==> src/mem_pkg.sv <==
`default_nettype none

package mem_pkg;

	// funct3 of the custom AES instructions
	typedef enum logic [2:0] {
		aes_ctrl   = 3'd0,
		aes_confi  = 3'd1,
		aes_block  = 3'd2,
		aes_key    = 3'd3,
		aes_result = 3'd4,
		aes_start  = 3'd5,
		aes_status = 3'd6
	} aes_op_e;

	typedef enum logic [1:0] {
		st_idle,
		st_write_back,
		st_allocate
	} cache_state_e;

	// accelerator registers, everything below AES_ADDR_CTRL is cacheable
	localparam logic [31:0] AES_ADDR_CTRL   = 32'h1000_0000;
	localparam logic [31:0] AES_ADDR_CONFIG = 32'h1000_0010;
	localparam logic [31:0] AES_ADDR_DESC   = 32'h1000_0020;
	localparam logic [31:0] AES_ADDR_START  = 32'h1000_0030;
	localparam logic [31:0] AES_ADDR_STATUS = 32'h1000_0040;

	// accelerator buffers
	localparam logic [31:0] AES_BUF_BLOCK  = 32'h1000_1000;
	localparam logic [31:0] AES_BUF_KEY    = 32'h1000_2000;
	localparam logic [31:0] AES_BUF_RESULT = 32'h1000_3000;

	// dma config word
	localparam int DMA_LEN_LSB   = 0;
	localparam int DMA_SIZE_LSB  = 8;
	localparam int DMA_BURST_LSB = 11;
	localparam int DMA_MODE_BIT  = 13;

	// cache geometry
	localparam int CACHE_SETS = 16;
	localparam int LINE_BITS  = 128;
	localparam int TAG_LSB    = 8;
	localparam int INDEX_LSB  = 4;
	localparam int INDEX_W    = TAG_LSB - INDEX_LSB;
	localparam int TAG_W      = 32 - TAG_LSB;

endpackage

`default_nettype wire

==> src/aes_cmd_gen.sv <==
`timescale 1ns/100ps
`default_nettype none

module aes_cmd_gen (
	input  wire                   aes_req_i,
	input  wire                   aes_load_i,
	input  wire mem_pkg::aes_op_e funct3_i,
	input  wire  [31:0]           alu_i,
	input  wire  [31:0]           rs2_i,
	output logic [31:0]           cmd_addr_o,
	output logic                  cmd_we_o,
	output logic [127:0]          cmd_wdata_o
);
	import mem_pkg::*;

	logic        is_dma;
	logic        to_mem;
	logic [31:0] buf_base;
	logic [7:0]  dma_len;
	logic [31:0] dma_cfg;
	logic [31:0] dma_src;
	logic [31:0] dma_dst;

	assign is_dma = funct3_i inside {aes_block, aes_key, aes_result};
	assign to_mem = (funct3_i == aes_result);

	always_comb begin
		case (funct3_i)
			aes_key:    buf_base = AES_BUF_KEY;
			aes_result: buf_base = AES_BUF_RESULT;
			default:    buf_base = AES_BUF_BLOCK;
		endcase
	end

	// length counts words, minus one, of rs2 blocks
	assign dma_len = (rs2_i[7:0] << 2) + 8'd3;

	always_comb begin
		dma_cfg = '0;
		dma_cfg[DMA_LEN_LSB +: 8]   = dma_len;
		dma_cfg[DMA_SIZE_LSB +: 3]  = 3'd2;
		dma_cfg[DMA_BURST_LSB +: 2] = 2'd1;
		dma_cfg[DMA_MODE_BIT]       = to_mem;
	end

	// result runs from the accelerator back to memory
	assign dma_src = to_mem ? buf_base : alu_i;
	assign dma_dst = to_mem ? alu_i : buf_base;

	always_comb begin
		case (funct3_i)
			aes_ctrl:   cmd_addr_o = AES_ADDR_CTRL;
			aes_confi:  cmd_addr_o = AES_ADDR_CONFIG;
			aes_start:  cmd_addr_o = AES_ADDR_START;
			aes_status: cmd_addr_o = AES_ADDR_STATUS;
			default:    cmd_addr_o = AES_ADDR_DESC;
		endcase
	end

	assign cmd_we_o    = aes_req_i && !aes_load_i;
	assign cmd_wdata_o = is_dma ? {32'd1, dma_cfg, dma_dst, dma_src} : {96'd0, alu_i};

	// decode only knows one AES load
	always_comb begin
		if (aes_req_i && aes_load_i) begin
			assert #0 (funct3_i == aes_status)
			else $error("AES load with opcode %0d", funct3_i);
		end
	end

endmodule

`default_nettype wire

==> src/d_cache.sv <==
`timescale 1ns/100ps
`default_nettype none

module d_cache (
	input  wire                           clk_i,
	input  wire                           rst_ni,
	input  wire                           req_valid_i,
	input  wire  [31:0]                   req_addr_i,
	input  wire  [31:0]                   req_wdata_i,
	input  wire                           req_we_i,
	output logic                          res_ready_o,
	output logic [31:0]                   res_rdata_o,
	output logic                          bus_req_o,
	output logic                          bus_we_o,
	output logic [31:0]                   bus_addr_o,
	output logic [mem_pkg::LINE_BITS-1:0] bus_wdata_o,
	input  wire  [mem_pkg::LINE_BITS-1:0] bus_rdata_i,
	input  wire                           bus_rvalid_i
);
	import mem_pkg::*;

	cache_state_e state_q;
	cache_state_e state_d;

	logic [TAG_W-1:0]      tag_q  [CACHE_SETS];
	logic [LINE_BITS-1:0]  line_q [CACHE_SETS];
	logic [CACHE_SETS-1:0] valid_q;
	logic [CACHE_SETS-1:0] dirty_q;

	logic [INDEX_W-1:0]   idx;
	logic [TAG_W-1:0]     tag;
	logic [1:0]           word_sel;
	logic [LINE_BITS-1:0] line;
	logic                 hit;
	logic                 fill;
	logic                 store_hit;

	assign idx      = req_addr_i[TAG_LSB-1:INDEX_LSB];
	assign tag      = req_addr_i[31:TAG_LSB];
	assign word_sel = req_addr_i[INDEX_LSB-1:2];
	assign line     = line_q[idx];
	assign hit      = valid_q[idx] && (tag_q[idx] == tag);

	assign res_ready_o = req_valid_i && hit && (state_q == st_idle);
	assign res_rdata_o = line[{word_sel, 5'b0} +: 32];

	assign fill      = (state_q == st_allocate) && bus_rvalid_i;
	assign store_hit = res_ready_o && req_we_i;

	// victim address in write back, requested line in allocate
	assign bus_req_o   = (state_q != st_idle);
	assign bus_we_o    = (state_q == st_write_back);
	assign bus_addr_o  = bus_we_o ? {tag_q[idx], idx, {INDEX_LSB{1'b0}}}
	                              : {tag, idx, {INDEX_LSB{1'b0}}};
	assign bus_wdata_o = line;

	always_comb begin
		state_d = state_q;
		case (state_q)
			st_idle: begin
				if (req_valid_i && !hit) begin
					if (valid_q[idx] && dirty_q[idx]) begin
						state_d = st_write_back;
					end else begin
						state_d = st_allocate;
					end
				end
			end
			st_write_back: begin
				if (bus_rvalid_i) begin
					state_d = st_allocate;
				end
			end
			st_allocate: begin
				// back to idle, the retried access then hits
				if (bus_rvalid_i) begin
					state_d = st_idle;
				end
			end
			default: state_d = st_idle;
		endcase
	end

	always_ff @(posedge clk_i or negedge rst_ni) begin
		if (!rst_ni) begin
			state_q <= st_idle;
			valid_q <= '0;
			dirty_q <= '0;
		end else begin
			state_q <= state_d;
			if (fill) begin
				valid_q[idx] <= 1'b1;
				dirty_q[idx] <= 1'b0;
			end else if (store_hit) begin
				dirty_q[idx] <= 1'b1;
			end
		end
	end

	always_ff @(posedge clk_i) begin
		if (fill) begin
			line_q[idx] <= bus_rdata_i;
			tag_q[idx]  <= tag;
		end else if (store_hit) begin
			// merge the stored word into the line
			line_q[idx][{word_sel, 5'b0} +: 32] <= req_wdata_i;
		end
	end

	// a line transfer keeps its request steady until the memory answers
	assert property (@(posedge clk_i) disable iff (!rst_ni)
		bus_req_o && !bus_rvalid_i |=> bus_req_o && $stable(bus_addr_o) && $stable(bus_we_o));

	// a refilled line answers the retried access
	assert property (@(posedge clk_i) disable iff (!rst_ni)
		fill |=> !req_valid_i || res_ready_o);

endmodule

`default_nettype wire

==> src/mem_stage.sv <==
`timescale 1ns/100ps
`default_nettype none

module mem_stage (
	input  wire          clk_i,
	input  wire          rst_ni,
	input  wire          enable_i,
	input  wire          flush_i,
	input  wire  [31:0]  alu_i,
	input  wire  [31:0]  rs2_i,
	input  wire  [31:0]  pc4_i,
	input  wire  [31:0]  inst_i,
	input  wire  [31:0]  csr_waddr_i,
	input  wire  [31:0]  csr_rdata_i,
	input  wire          mem_we_i,
	input  wire  [1:0]   wb_sel_i,
	input  wire          reg_we_i,
	input  wire  [4:0]   rd_i,
	input  wire          csr_we_i,
	input  wire          cache_req_i,
	input  wire          aes_req_i,
	input  wire          aes_load_i,
	input  wire  [127:0] mem_rdata_i,
	input  wire          mem_rvalid_i,
	output logic [31:0]  alu_wb_o,
	output logic [31:0]  pc4_wb_o,
	output logic [31:0]  mem_wb_o,
	output logic [31:0]  inst_wb_o,
	output logic [31:0]  csr_waddr_wb_o,
	output logic [31:0]  csr_rdata_wb_o,
	output logic [1:0]   wb_sel_wb_o,
	output logic         reg_we_wb_o,
	output logic [4:0]   rd_wb_o,
	output logic         csr_we_wb_o,
	output logic         stall_by_dcache_o,
	output logic         stall_by_aes_o,
	output logic         cs_o,
	output logic         we_o,
	output logic [31:0]  addr_o,
	output logic [127:0] wdata_o
);
	import mem_pkg::*;

	logic         cache_ready;
	logic [31:0]  cache_rdata;
	logic         cache_bus_req;
	logic         cache_bus_we;
	logic [31:0]  cache_bus_addr;
	logic [127:0] cache_bus_wdata;
	logic [31:0]  cmd_addr;
	logic         cmd_we;
	logic [127:0] cmd_wdata;
	logic         aes_cs;
	logic         capture;

	d_cache d_cache_i (
		.clk_i       (clk_i),
		.rst_ni      (rst_ni),
		.req_valid_i (cache_req_i),
		.req_addr_i  (alu_i),
		.req_wdata_i (rs2_i),
		.req_we_i    (mem_we_i),
		.res_ready_o (cache_ready),
		.res_rdata_o (cache_rdata),
		.bus_req_o   (cache_bus_req),
		.bus_we_o    (cache_bus_we),
		.bus_addr_o  (cache_bus_addr),
		.bus_wdata_o (cache_bus_wdata),
		.bus_rdata_i (mem_rdata_i),
		.bus_rvalid_i(mem_rvalid_i)
	);

	aes_cmd_gen aes_cmd_gen_i (
		.aes_req_i  (aes_req_i),
		.aes_load_i (aes_load_i),
		.funct3_i   (aes_op_e'(inst_i[14:12])),
		.alu_i      (alu_i),
		.rs2_i      (rs2_i),
		.cmd_addr_o (cmd_addr),
		.cmd_we_o   (cmd_we),
		.cmd_wdata_o(cmd_wdata)
	);

	// a held write would repeat while the stage is frozen
	assign aes_cs = aes_req_i && (aes_load_i || enable_i);

	// cache line transfers win the bus
	assign cs_o    = cache_bus_req || aes_cs;
	assign we_o    = cache_bus_req ? cache_bus_we : (aes_cs && cmd_we);
	assign addr_o  = cache_bus_req ? cache_bus_addr : cmd_addr;
	assign wdata_o = cache_bus_req ? cache_bus_wdata : cmd_wdata;

	assign stall_by_dcache_o = cache_req_i && !cache_ready;
	assign stall_by_aes_o    = aes_req_i && aes_load_i && !mem_rvalid_i;
	assign capture           = enable_i && !stall_by_dcache_o && !stall_by_aes_o;

	mem_wb_reg mem_wb_reg_i (
		.clk_i         (clk_i),
		.rst_ni        (rst_ni),
		.capture_i     (capture),
		.flush_i       (flush_i),
		.alu_i         (alu_i),
		.pc4_i         (pc4_i),
		.inst_i        (inst_i),
		.csr_waddr_i   (csr_waddr_i),
		.csr_rdata_i   (csr_rdata_i),
		.wb_sel_i      (wb_sel_i),
		.reg_we_i      (reg_we_i),
		.rd_i          (rd_i),
		.csr_we_i      (csr_we_i),
		.load_data_i   (cache_rdata),
		.status_i      (mem_rdata_i[31:0]),
		.aes_load_i    (aes_load_i),
		.alu_wb_o      (alu_wb_o),
		.pc4_wb_o      (pc4_wb_o),
		.mem_wb_o      (mem_wb_o),
		.inst_wb_o     (inst_wb_o),
		.csr_waddr_wb_o(csr_waddr_wb_o),
		.csr_rdata_wb_o(csr_rdata_wb_o),
		.wb_sel_wb_o   (wb_sel_wb_o),
		.reg_we_wb_o   (reg_we_wb_o),
		.rd_wb_o       (rd_wb_o),
		.csr_we_wb_o   (csr_we_wb_o)
	);

	// the bus mux relies on the two request sources never meeting
	assert property (@(posedge clk_i) disable iff (!rst_ni) !(cache_req_i && aes_req_i));

endmodule

`default_nettype wire

==> src/mem_wb_reg.sv <==
`timescale 1ns/100ps
`default_nettype none

module mem_wb_reg (
	input  wire         clk_i,
	input  wire         rst_ni,
	input  wire         capture_i,
	input  wire         flush_i,
	input  wire  [31:0] alu_i,
	input  wire  [31:0] pc4_i,
	input  wire  [31:0] inst_i,
	input  wire  [31:0] csr_waddr_i,
	input  wire  [31:0] csr_rdata_i,
	input  wire  [1:0]  wb_sel_i,
	input  wire         reg_we_i,
	input  wire  [4:0]  rd_i,
	input  wire         csr_we_i,
	input  wire  [31:0] load_data_i,
	input  wire  [31:0] status_i,
	input  wire         aes_load_i,
	output logic [31:0] alu_wb_o,
	output logic [31:0] pc4_wb_o,
	output logic [31:0] mem_wb_o,
	output logic [31:0] inst_wb_o,
	output logic [31:0] csr_waddr_wb_o,
	output logic [31:0] csr_rdata_wb_o,
	output logic [1:0]  wb_sel_wb_o,
	output logic        reg_we_wb_o,
	output logic [4:0]  rd_wb_o,
	output logic        csr_we_wb_o
);

	// write enables and select
	always_ff @(posedge clk_i or negedge rst_ni) begin
		if (!rst_ni) begin
			wb_sel_wb_o <= '0;
			reg_we_wb_o <= 1'b0;
			csr_we_wb_o <= 1'b0;
		end else if (capture_i) begin
			wb_sel_wb_o <= flush_i ? 2'b0 : wb_sel_i;
			reg_we_wb_o <= !flush_i && reg_we_i;
			csr_we_wb_o <= !flush_i && csr_we_i;
		end
	end

	always_ff @(posedge clk_i) begin
		if (capture_i) begin
			if (flush_i) begin
				alu_wb_o       <= '0;
				pc4_wb_o       <= '0;
				mem_wb_o       <= '0;
				inst_wb_o      <= '0;
				csr_waddr_wb_o <= '0;
				csr_rdata_wb_o <= '0;
				rd_wb_o        <= '0;
			end else begin
				alu_wb_o       <= alu_i;
				pc4_wb_o       <= pc4_i;
				// status word replaces the cache word
				mem_wb_o       <= aes_load_i ? status_i : load_data_i;
				inst_wb_o      <= inst_i;
				csr_waddr_wb_o <= csr_waddr_i;
				csr_rdata_wb_o <= csr_rdata_i;
				rd_wb_o        <= rd_i;
			end
		end
	end

endmodule

`default_nettype wire

==> config.mk <==
export PLATFORM = sky130hd
export DESIGN_NAME = mem_stage
export DESIGN_NICKNAME = d
export VERILOG_FILES = /design/src/mem_pkg.sv /design/src/aes_cmd_gen.sv /design/src/d_cache.sv /design/src/mem_stage.sv /design/src/mem_wb_reg.sv
export SDC_FILE = /design/constraint.sdc
export NUM_CORES = 2
export LEC_CHECK = 0
export BUFFER_PORTS_ARGS = -buffer_cell sky130_fd_sc_hd__buf_2
export CORE_ASPECT_RATIO = 0.75
export CORE_MARGIN = 5
export CORE_UTILIZATION = 40
export CTS_CLUSTER_DIAMETER = 100
export CTS_CLUSTER_SIZE = 16
export DETAILED_ROUTE_END_ITERATION = 16
export SLEW_MARGIN = 20
export SYNTH_ARGS = -nofsm -noshare
export SYNTH_HDL_FRONTEND = slang
export SYNTH_SLANG_ARGS = --single-unit
==> constraint.sdc <==
create_clock -name clk_i -period 17.7 [get_ports clk_i]
set_input_delay 2.655 -clock clk_i [delete_from_list [all_inputs] [get_ports clk_i]]
set_output_delay 2.655 -clock clk_i [all_outputs]
set_load 0.01 [all_outputs]
After elaboration in Yosys (flattened, before gate mapping)
Memories as Yosys holds them, arrays and structs flattened. Index checks and enable logic that the tools add are counted.

Add/subtract/negate cells: 2. $mul: 0. Divide/modulo/power cells: 0. $lt $le $gt $ge: 2. Eq/ne operators: 12. Shift operators: 3. Muxes and demuxes: 157. Bitwise operators: 132. Reduce and logical (&&, ||, !) cells: 33.

Operators by type and width (number): two-way mux 128 bit (2); two-way mux 32 bit (5); two-way mux 1 bit (136); OR 1 bit (128); variable shift 32 x 9 -> 128 bit, first input constant (1); indexed part select 128 x 8 -> 32 bit (1); indexed part select 32 x 9 -> 128 bit (1); two-way mux 97 bit (1); two-way mux 16 bit (2); OR 16 bit (2); one-hot mux 14 bit (2 select lines) (1); one-hot mux 7 bit (4 select lines) (1); == test 24 bit (1); logical AND 1 bit (18); AND 16 bit (1); inverter 16 bit (1); two-way mux 2 bit (5); == test 3 bit, second input constant (3); negator 7 -> 9 bit (1); adder 8 x 2 -> 8 bit, second input constant (1); binary-select mux 1 bit (select 4 bit) (2); logical NOT 1 bit (7); == test 3 x 2 -> 1 bit, second input constant (2); != test 2 bit, second input constant (3); other kinds (13) (15).

Flip-flop bits (word level): 235. Bits in latches: 0. Bits in writable memories: 2432. Bits in read-only memories: 0. Bits of input ports: 338. Output and inout port bits: 365. Logic and storage cells: 356. Memories kept: 2.

Memories: d_cache_i.line_q (depth 16, bits a word 128, rd ports 1, clocked after memory_dff 0, write ports 1, line d_cache.sv:26) `logic [LINE_BITS-1:0] line_q [CACHE_SETS];`; d_cache_i.tag_q (depth 16, bits a word 24, rd ports 1, clocked after memory_dff 0, write ports 1, line d_cache.sv:25) `logic [TAG_W-1:0] tag_q [CACHE_SETS];`.

Logic depth before layout (Yosys ltp)
Depth in word-level cells: 10. Mapped depth: 15. Mapped depth without buffers: 9.

Hierarchy
From an unflattened synthesis, not the netlist that was laid out.

Cell total of the unflattened synthesis: 5224. Area, all modules: 109064.6 µm².

By module, submodules not included: d_cache (times used 1, cells each 4392, area an instance 97841.3 µm², sequential area each 73880.9 µm²); mem_wb_reg (times used 1, cells each 468, area an instance 7706.1 µm², sequential area each 6015.8 µm²); mem_stage (times used 1, cells each 188, area an instance 2255.9 µm², sequential area each 0.0 µm²); aes_cmd_gen (times used 1, cells each 176, area an instance 1261.2 µm², sequential area each 0.0 µm²).

Least setup slack after synthesis
OpenSTA, ideal clock, no wires.

Kind: input port to flip-flop. Start point: input port alu_i[4]. End point: register mem_wb_reg_i.alu_wb_o[0] (enable). Setup time: 0.549 ns. Data arrival time: 9.064 ns. Required time: 17.151 ns. Setup slack: 8.087 ns. Stages: 13. Buffers on the path: 4. Path through: buf_6 -> buf_12 -> buf_2 -> mux4_2 -> mux2i_1 -> mux2i_1 -> xor2_1 -> nor2_1 -> nand4_1 -> o31a_1 -> or3b_1 -> buf_6 -> inv_1.

Cells in the longest elaborated chain, start to end: 10. Elaborated cells between the ends (all ways): 12. Those cells by class: eq/ne (1); mux (2); reduce/logical (8); memory (1).

Ends and longest elaborated chain: start, declared (line mem_stage.sv:9) `input wire [31:0] alu_i,`; memory read (16 x 24 bit) or binary-select mux 1 bit (select 4 bit) (tied branches); == test 24 bit or two-way mux 1 bit (tied branches) (line d_cache.sv:42) `assign hit = valid_q[idx] && (tag_q[idx] == tag);`; logical AND 1 bit (*) (line d_cache.sv:42); logical AND 1 bit (*) (2 in a row) (line d_cache.sv:44) `assign res_ready_o = req_valid_i && hit && (state_q == st_idle);`; logical NOT 1 bit (*) (line mem_stage.sv:93) `assign stall_by_dcache_o = cache_req_i && !cache_ready;`; logical AND 1 bit (*) (line mem_stage.sv:93); net stall_by_dcache_o (line mem_stage.sv:35) `output logic stall_by_dcache_o,`; logical NOT 1 bit (*) (line mem_stage.sv:95) `assign capture = enable_i && !stall_by_dcache_o && !stall_by_aes_o;`; logical AND 1 bit (*) (2 in a row) (line mem_stage.sv:95); net capture (line mem_stage.sv:54) `logic capture;`; end signal, assigned (line mem_wb_reg.sv:57) `alu_wb_o <= alu_i;`; end, declared (line mem_wb_reg.sv:21) `output logic [31:0] alu_wb_o,`.

The timed path passes the listed nets; every way through them passes the cells marked *. The select of a mux whose other input is x is not followed. A chain may end at the register's enable or synchronous reset.

Worst setup path after layout
Start point: input port alu_i[4]. End point: output port wdata_o[67].

Cells in the longest elaborated chain, start to end: 2.

Ends and longest elaborated chain: memory read (16 x 128 bit); two-way mux 128 bit (line mem_stage.sv:91) `assign wdata_o = cache_bus_req ? cache_bus_wdata : cmd_wdata;`; end, declared (line mem_stage.sv:40) `output logic [127:0] wdata_o`.

No other way between the ends.

==> key figures <==
Clock network
  • TritonCTS clock tree: done
  • H-tree depth: 4
  • CTS Buf Count: 194
  • Clock Latency Late Sink: 0.92 ns
  • # hold bufs at CTS: 0
  • Sinks on Clock Net: 2,667
  • Clock-pin slew on the worst setup and hold paths: 0.07 ns
  • CTS-repair resized insts: 0
  • Root Buffer: clkbuf_16
  • Postcts setup bufs: 0
  • CTS Buffer Depth: 4

Placed design
  • Dpl hpwl: 224,000 um
  • Place WS: 7.30 ns
  • Cells after DPL: 9,202
  • IO Port Bufs: 698
  • GP Congestion: 0.957

Detailed routing
  • Via density: 6.05
  • M1 WL: 134,000 um
  • Post-route ant nets: 0
  • Drc violations: 0
  • Met2 wire length: 160,000 um
  • Routed wire length: 356,000 um
  • Drt pass-1 iters: 8
  • Top routing layer in use: met5
  • Via Count: 57,500
  • Initial DRC Count: 8,587
  • DR WL met3: 38,900 um
  • WL per Instance: 37.4 um

STA
  • Final cycle utilization of the critical path: 57.9%
  • Min Tclk post-route: 10.25 ns
  • Max-slew violations: 0
  • Maximum achievable frequency: 97.6 MHz
  • Total Neg Setup Slack: 0 ns
  • Hold_ws: 0.463 ns
  • Finish-stage setup viols: 0
  • RSZ-0062 raised after global routing: false
  • Post-route setup slack: 7.45 ns
  • Hold Fails Final Rpt: 0
  • Worst slew pin tran: 1.17 ns
  • Worst Skew: 0.118 ns
  • Rel. slew slack: 21.9%

Die
  • Die H: 457 um
  • IO Count: 703
  • Die ar.: 277,000 um2
  • Core footprint: 266,000 um2
  • Die width: 606 um
  • Row Count: 164
  • Initial Util: 40.1%

Yosys
  • Distinct cell type count after synthesis: 62
  • Post-synthesis sequential area ratio: 74.9%
  • Mapped Avg Cell Area: 21.1 um2
  • Area leader, netlist: edfxtp_1
  • Post-synth design cell area: 107,000 um2
  • Mapped Cells: 5,050
  • Area fraction of the dominant cell type after synthesis: 74.0%
  • Number of synthesized flops with an enable pin: 2,629
  • FF+latch count, synth: 2,667
  • Post-synth ARST share: 1.42%
  • Most used flip-flop cell after synthesis: edfxtp_1
  • Main area contributors after synthesis: edfxtp_1 (74%), mux4_2 (16%), mux2i_1 (1.9%), nand2_1 (1.0%), nor2b_1 (1.0%)
  • Synth warnings: 0

Worst setup path
  • Critical Path Source: alu_i[4]
  • Worst path depth: 8
  • CP top delay family: buffers and inverters
  • Max incr delay on CP: 0.76 ns
  • R2r setup slk: 12.09 ns
  • Crit path max-delay cell type: buf_4
  • Max FO, Critical Path: 106
  • Crit path required time: 15.05 ns
  • Setup crit end kind: primary output
  • Crit path buf inv count: 5
  • R2r endpoint: d_cache_i.line_q[11][70]$_DFFE_PP_
  • RR Startpoint: d_cache_i.tag_q[1][4]$_DFFE_PP_
  • Critical Path, Cell by Cell: buf_8, buf_4, buf_12, buf_12, mux4_2, mux4_2, a22o_1, buf_2
  • Worst reg-to-reg path cell count: 12
  • Setup CP Type: in -> out
  • CP startpoint kind: primary input
  • WP data arrival: 7.59 ns
  • Setup crit end: wdata_o[67]

Cells and area
  • Finished Core Util: 45.7%
  • Area grow syn2layout: 13.9%
  • Most common library cell in the layout ignoring fill and taps: edfxtp_1
  • Nets: 6,176
  • Most frequent cells in the layout: edfxtp_1 (2,629), mux4_2 (757), buf_2 (692)
  • Post-route insts no fill: 9,510
  • Share of layout cells above drive strength 1: 35.0%

Global route
  • GRT Total Usage: 25.2%
  • Total gr overflow: 0
  • Vias in the first global route: 55,900
  • Largest net degree at the start of global routing: 152
  • First-pass GRT wire length: 479,000 um
  • Initial antenna violation count: 59

Pwr
  • P per Cell Area: 102 nW/um2
  • Peak VDD IR: 0.0753 mV
  • Leakage power: 0.0395 uW

Flow run
  • Max Cap Viol: 0

Min path
  • Worst hold path class: reg -> reg

Outcome
  • Status: finished, final reports clean
## worst min-delay path by stage
stage                                      startpoint                           endpoint  depth (start not counted)
floorplan           d_cache_i.valid_q[10]$_DFFE_PN0P_  d_cache_i.valid_q[10]$_DFFE_PN0P_                          1
global placement    d_cache_i.valid_q[13]$_DFFE_PN0P_  d_cache_i.valid_q[13]$_DFFE_PN0P_                          1
detailed placement   d_cache_i.valid_q[7]$_DFFE_PN0P_   d_cache_i.valid_q[7]$_DFFE_PN0P_                          1
CTS                  d_cache_i.valid_q[7]$_DFFE_PN0P_   d_cache_i.valid_q[7]$_DFFE_PN0P_                          1
global route         d_cache_i.valid_q[7]$_DFFE_PN0P_   d_cache_i.valid_q[7]$_DFFE_PN0P_                          1
finish               d_cache_i.valid_q[7]$_DFFE_PN0P_   d_cache_i.valid_q[7]$_DFFE_PN0P_                          1
## stage by stage
stage / power [uW] / instance area [um2]
final: 12400 / 122000
after global routing: 12700 / 121000
after CTS: 12400 / 121000
after detailed placement: 8390 / 116000
after global placement: 8380 / 116000
after floorplan: 7780 / 107000
## Yosys cell counts, types with 5 or more instances
library cell  count
a22oi_1          16
nand2_1         286
buf_4            16
ha_1              5
mux4_1           10
or2_2             8
buf_1            24
a32o_1           15
mux2i_1         198
nand3_1          23
o21ai_0          35
clkbuf_1        198
xnor2_1          17
mux2_2            8
nor2_1           40
buf_6             5
xor2_1           10
a22o_1           73
buf_2            63
and2_1           54
edfxtp_1       2629
dfrtp_1          38
nand2b_1         14
nor3_1            5
a21oi_1         104
mux4_2          757
a221oi_1          8
inv_1           149
nor2b_1         170
o31ai_1           9
## area by class of cell
| class | count | area [um2] |
|---|---|---|
| Fill cell | 22300 | 144000 |
| Sequential cell | 2667 | 79900 |
| Multi-Input combinational cell | 1925 | 26100 |
| Timing Repair Buffer | 892 | 5130 |
| Clock buffer | 247 | 5100 |
| Tap cell | 3569 | 4470 |
| Inverter | 153 | 589 |
| Clock inverter | 10 | 125 |
| Antenna cell | 47 | 118 |
## power breakdown
group | switching, uW | leakage [uW] | internal, uW
logic | 803 | 0.0129 | 404
registers | 23.9 | 0.0241 | 7040
clock network | 2130 | 0.00254 | 2010
total | 2950 | 0.0395 | 9450
## sequential cells by signal (all words and copies together) (netlist names), named ones only
| signal | count |
|---|---|
| mem_wb_reg_i.rd_wb_o | 5 |
| mem_wb_reg_i.csr_we_wb_o | 1 |
| mem_wb_reg_i.mem_wb_o | 32 |
| mem_wb_reg_i.reg_we_wb_o | 1 |
| d_cache_i.state_q | 2 |
| mem_wb_reg_i.pc4_wb_o | 32 |
| mem_wb_reg_i.inst_wb_o | 32 |
| d_cache_i.tag_q | 384 |
| mem_wb_reg_i.alu_wb_o | 32 |
| d_cache_i.line_q | 2048 |
| d_cache_i.valid_q | 16 |
| mem_wb_reg_i.csr_waddr_wb_o | 32 |
| mem_wb_reg_i.wb_sel_wb_o | 2 |
| mem_wb_reg_i.csr_rdata_wb_o | 32 |
## per-layer routing
layer | GRT usage [%] | up-vias
li1 | - | 22200
met5 | 0 | -
met4 | 12.7 | 8
met3 | 6.00 | 735
met2 | 37.6 | 3691
met1 | 34.7 | 30900
## kinds of logic (layout without fill, tap and decap cells)
family,after synthesis,count (layout),synth area share [%]
buffers and inverters,461,1302,1.82
DFF,2667,2667,74.9
AOI/OAI and AO/OA,293,293,1.89
muxes,978,978,18.2
xor gates and xnor gates,27,27,0.222
other,1,51,0.00352
adders and majority gates,5,5,0.0587
and+or+nand+nor,618,618,2.85
No activity file was read; power rests on OpenSTA's default activity.
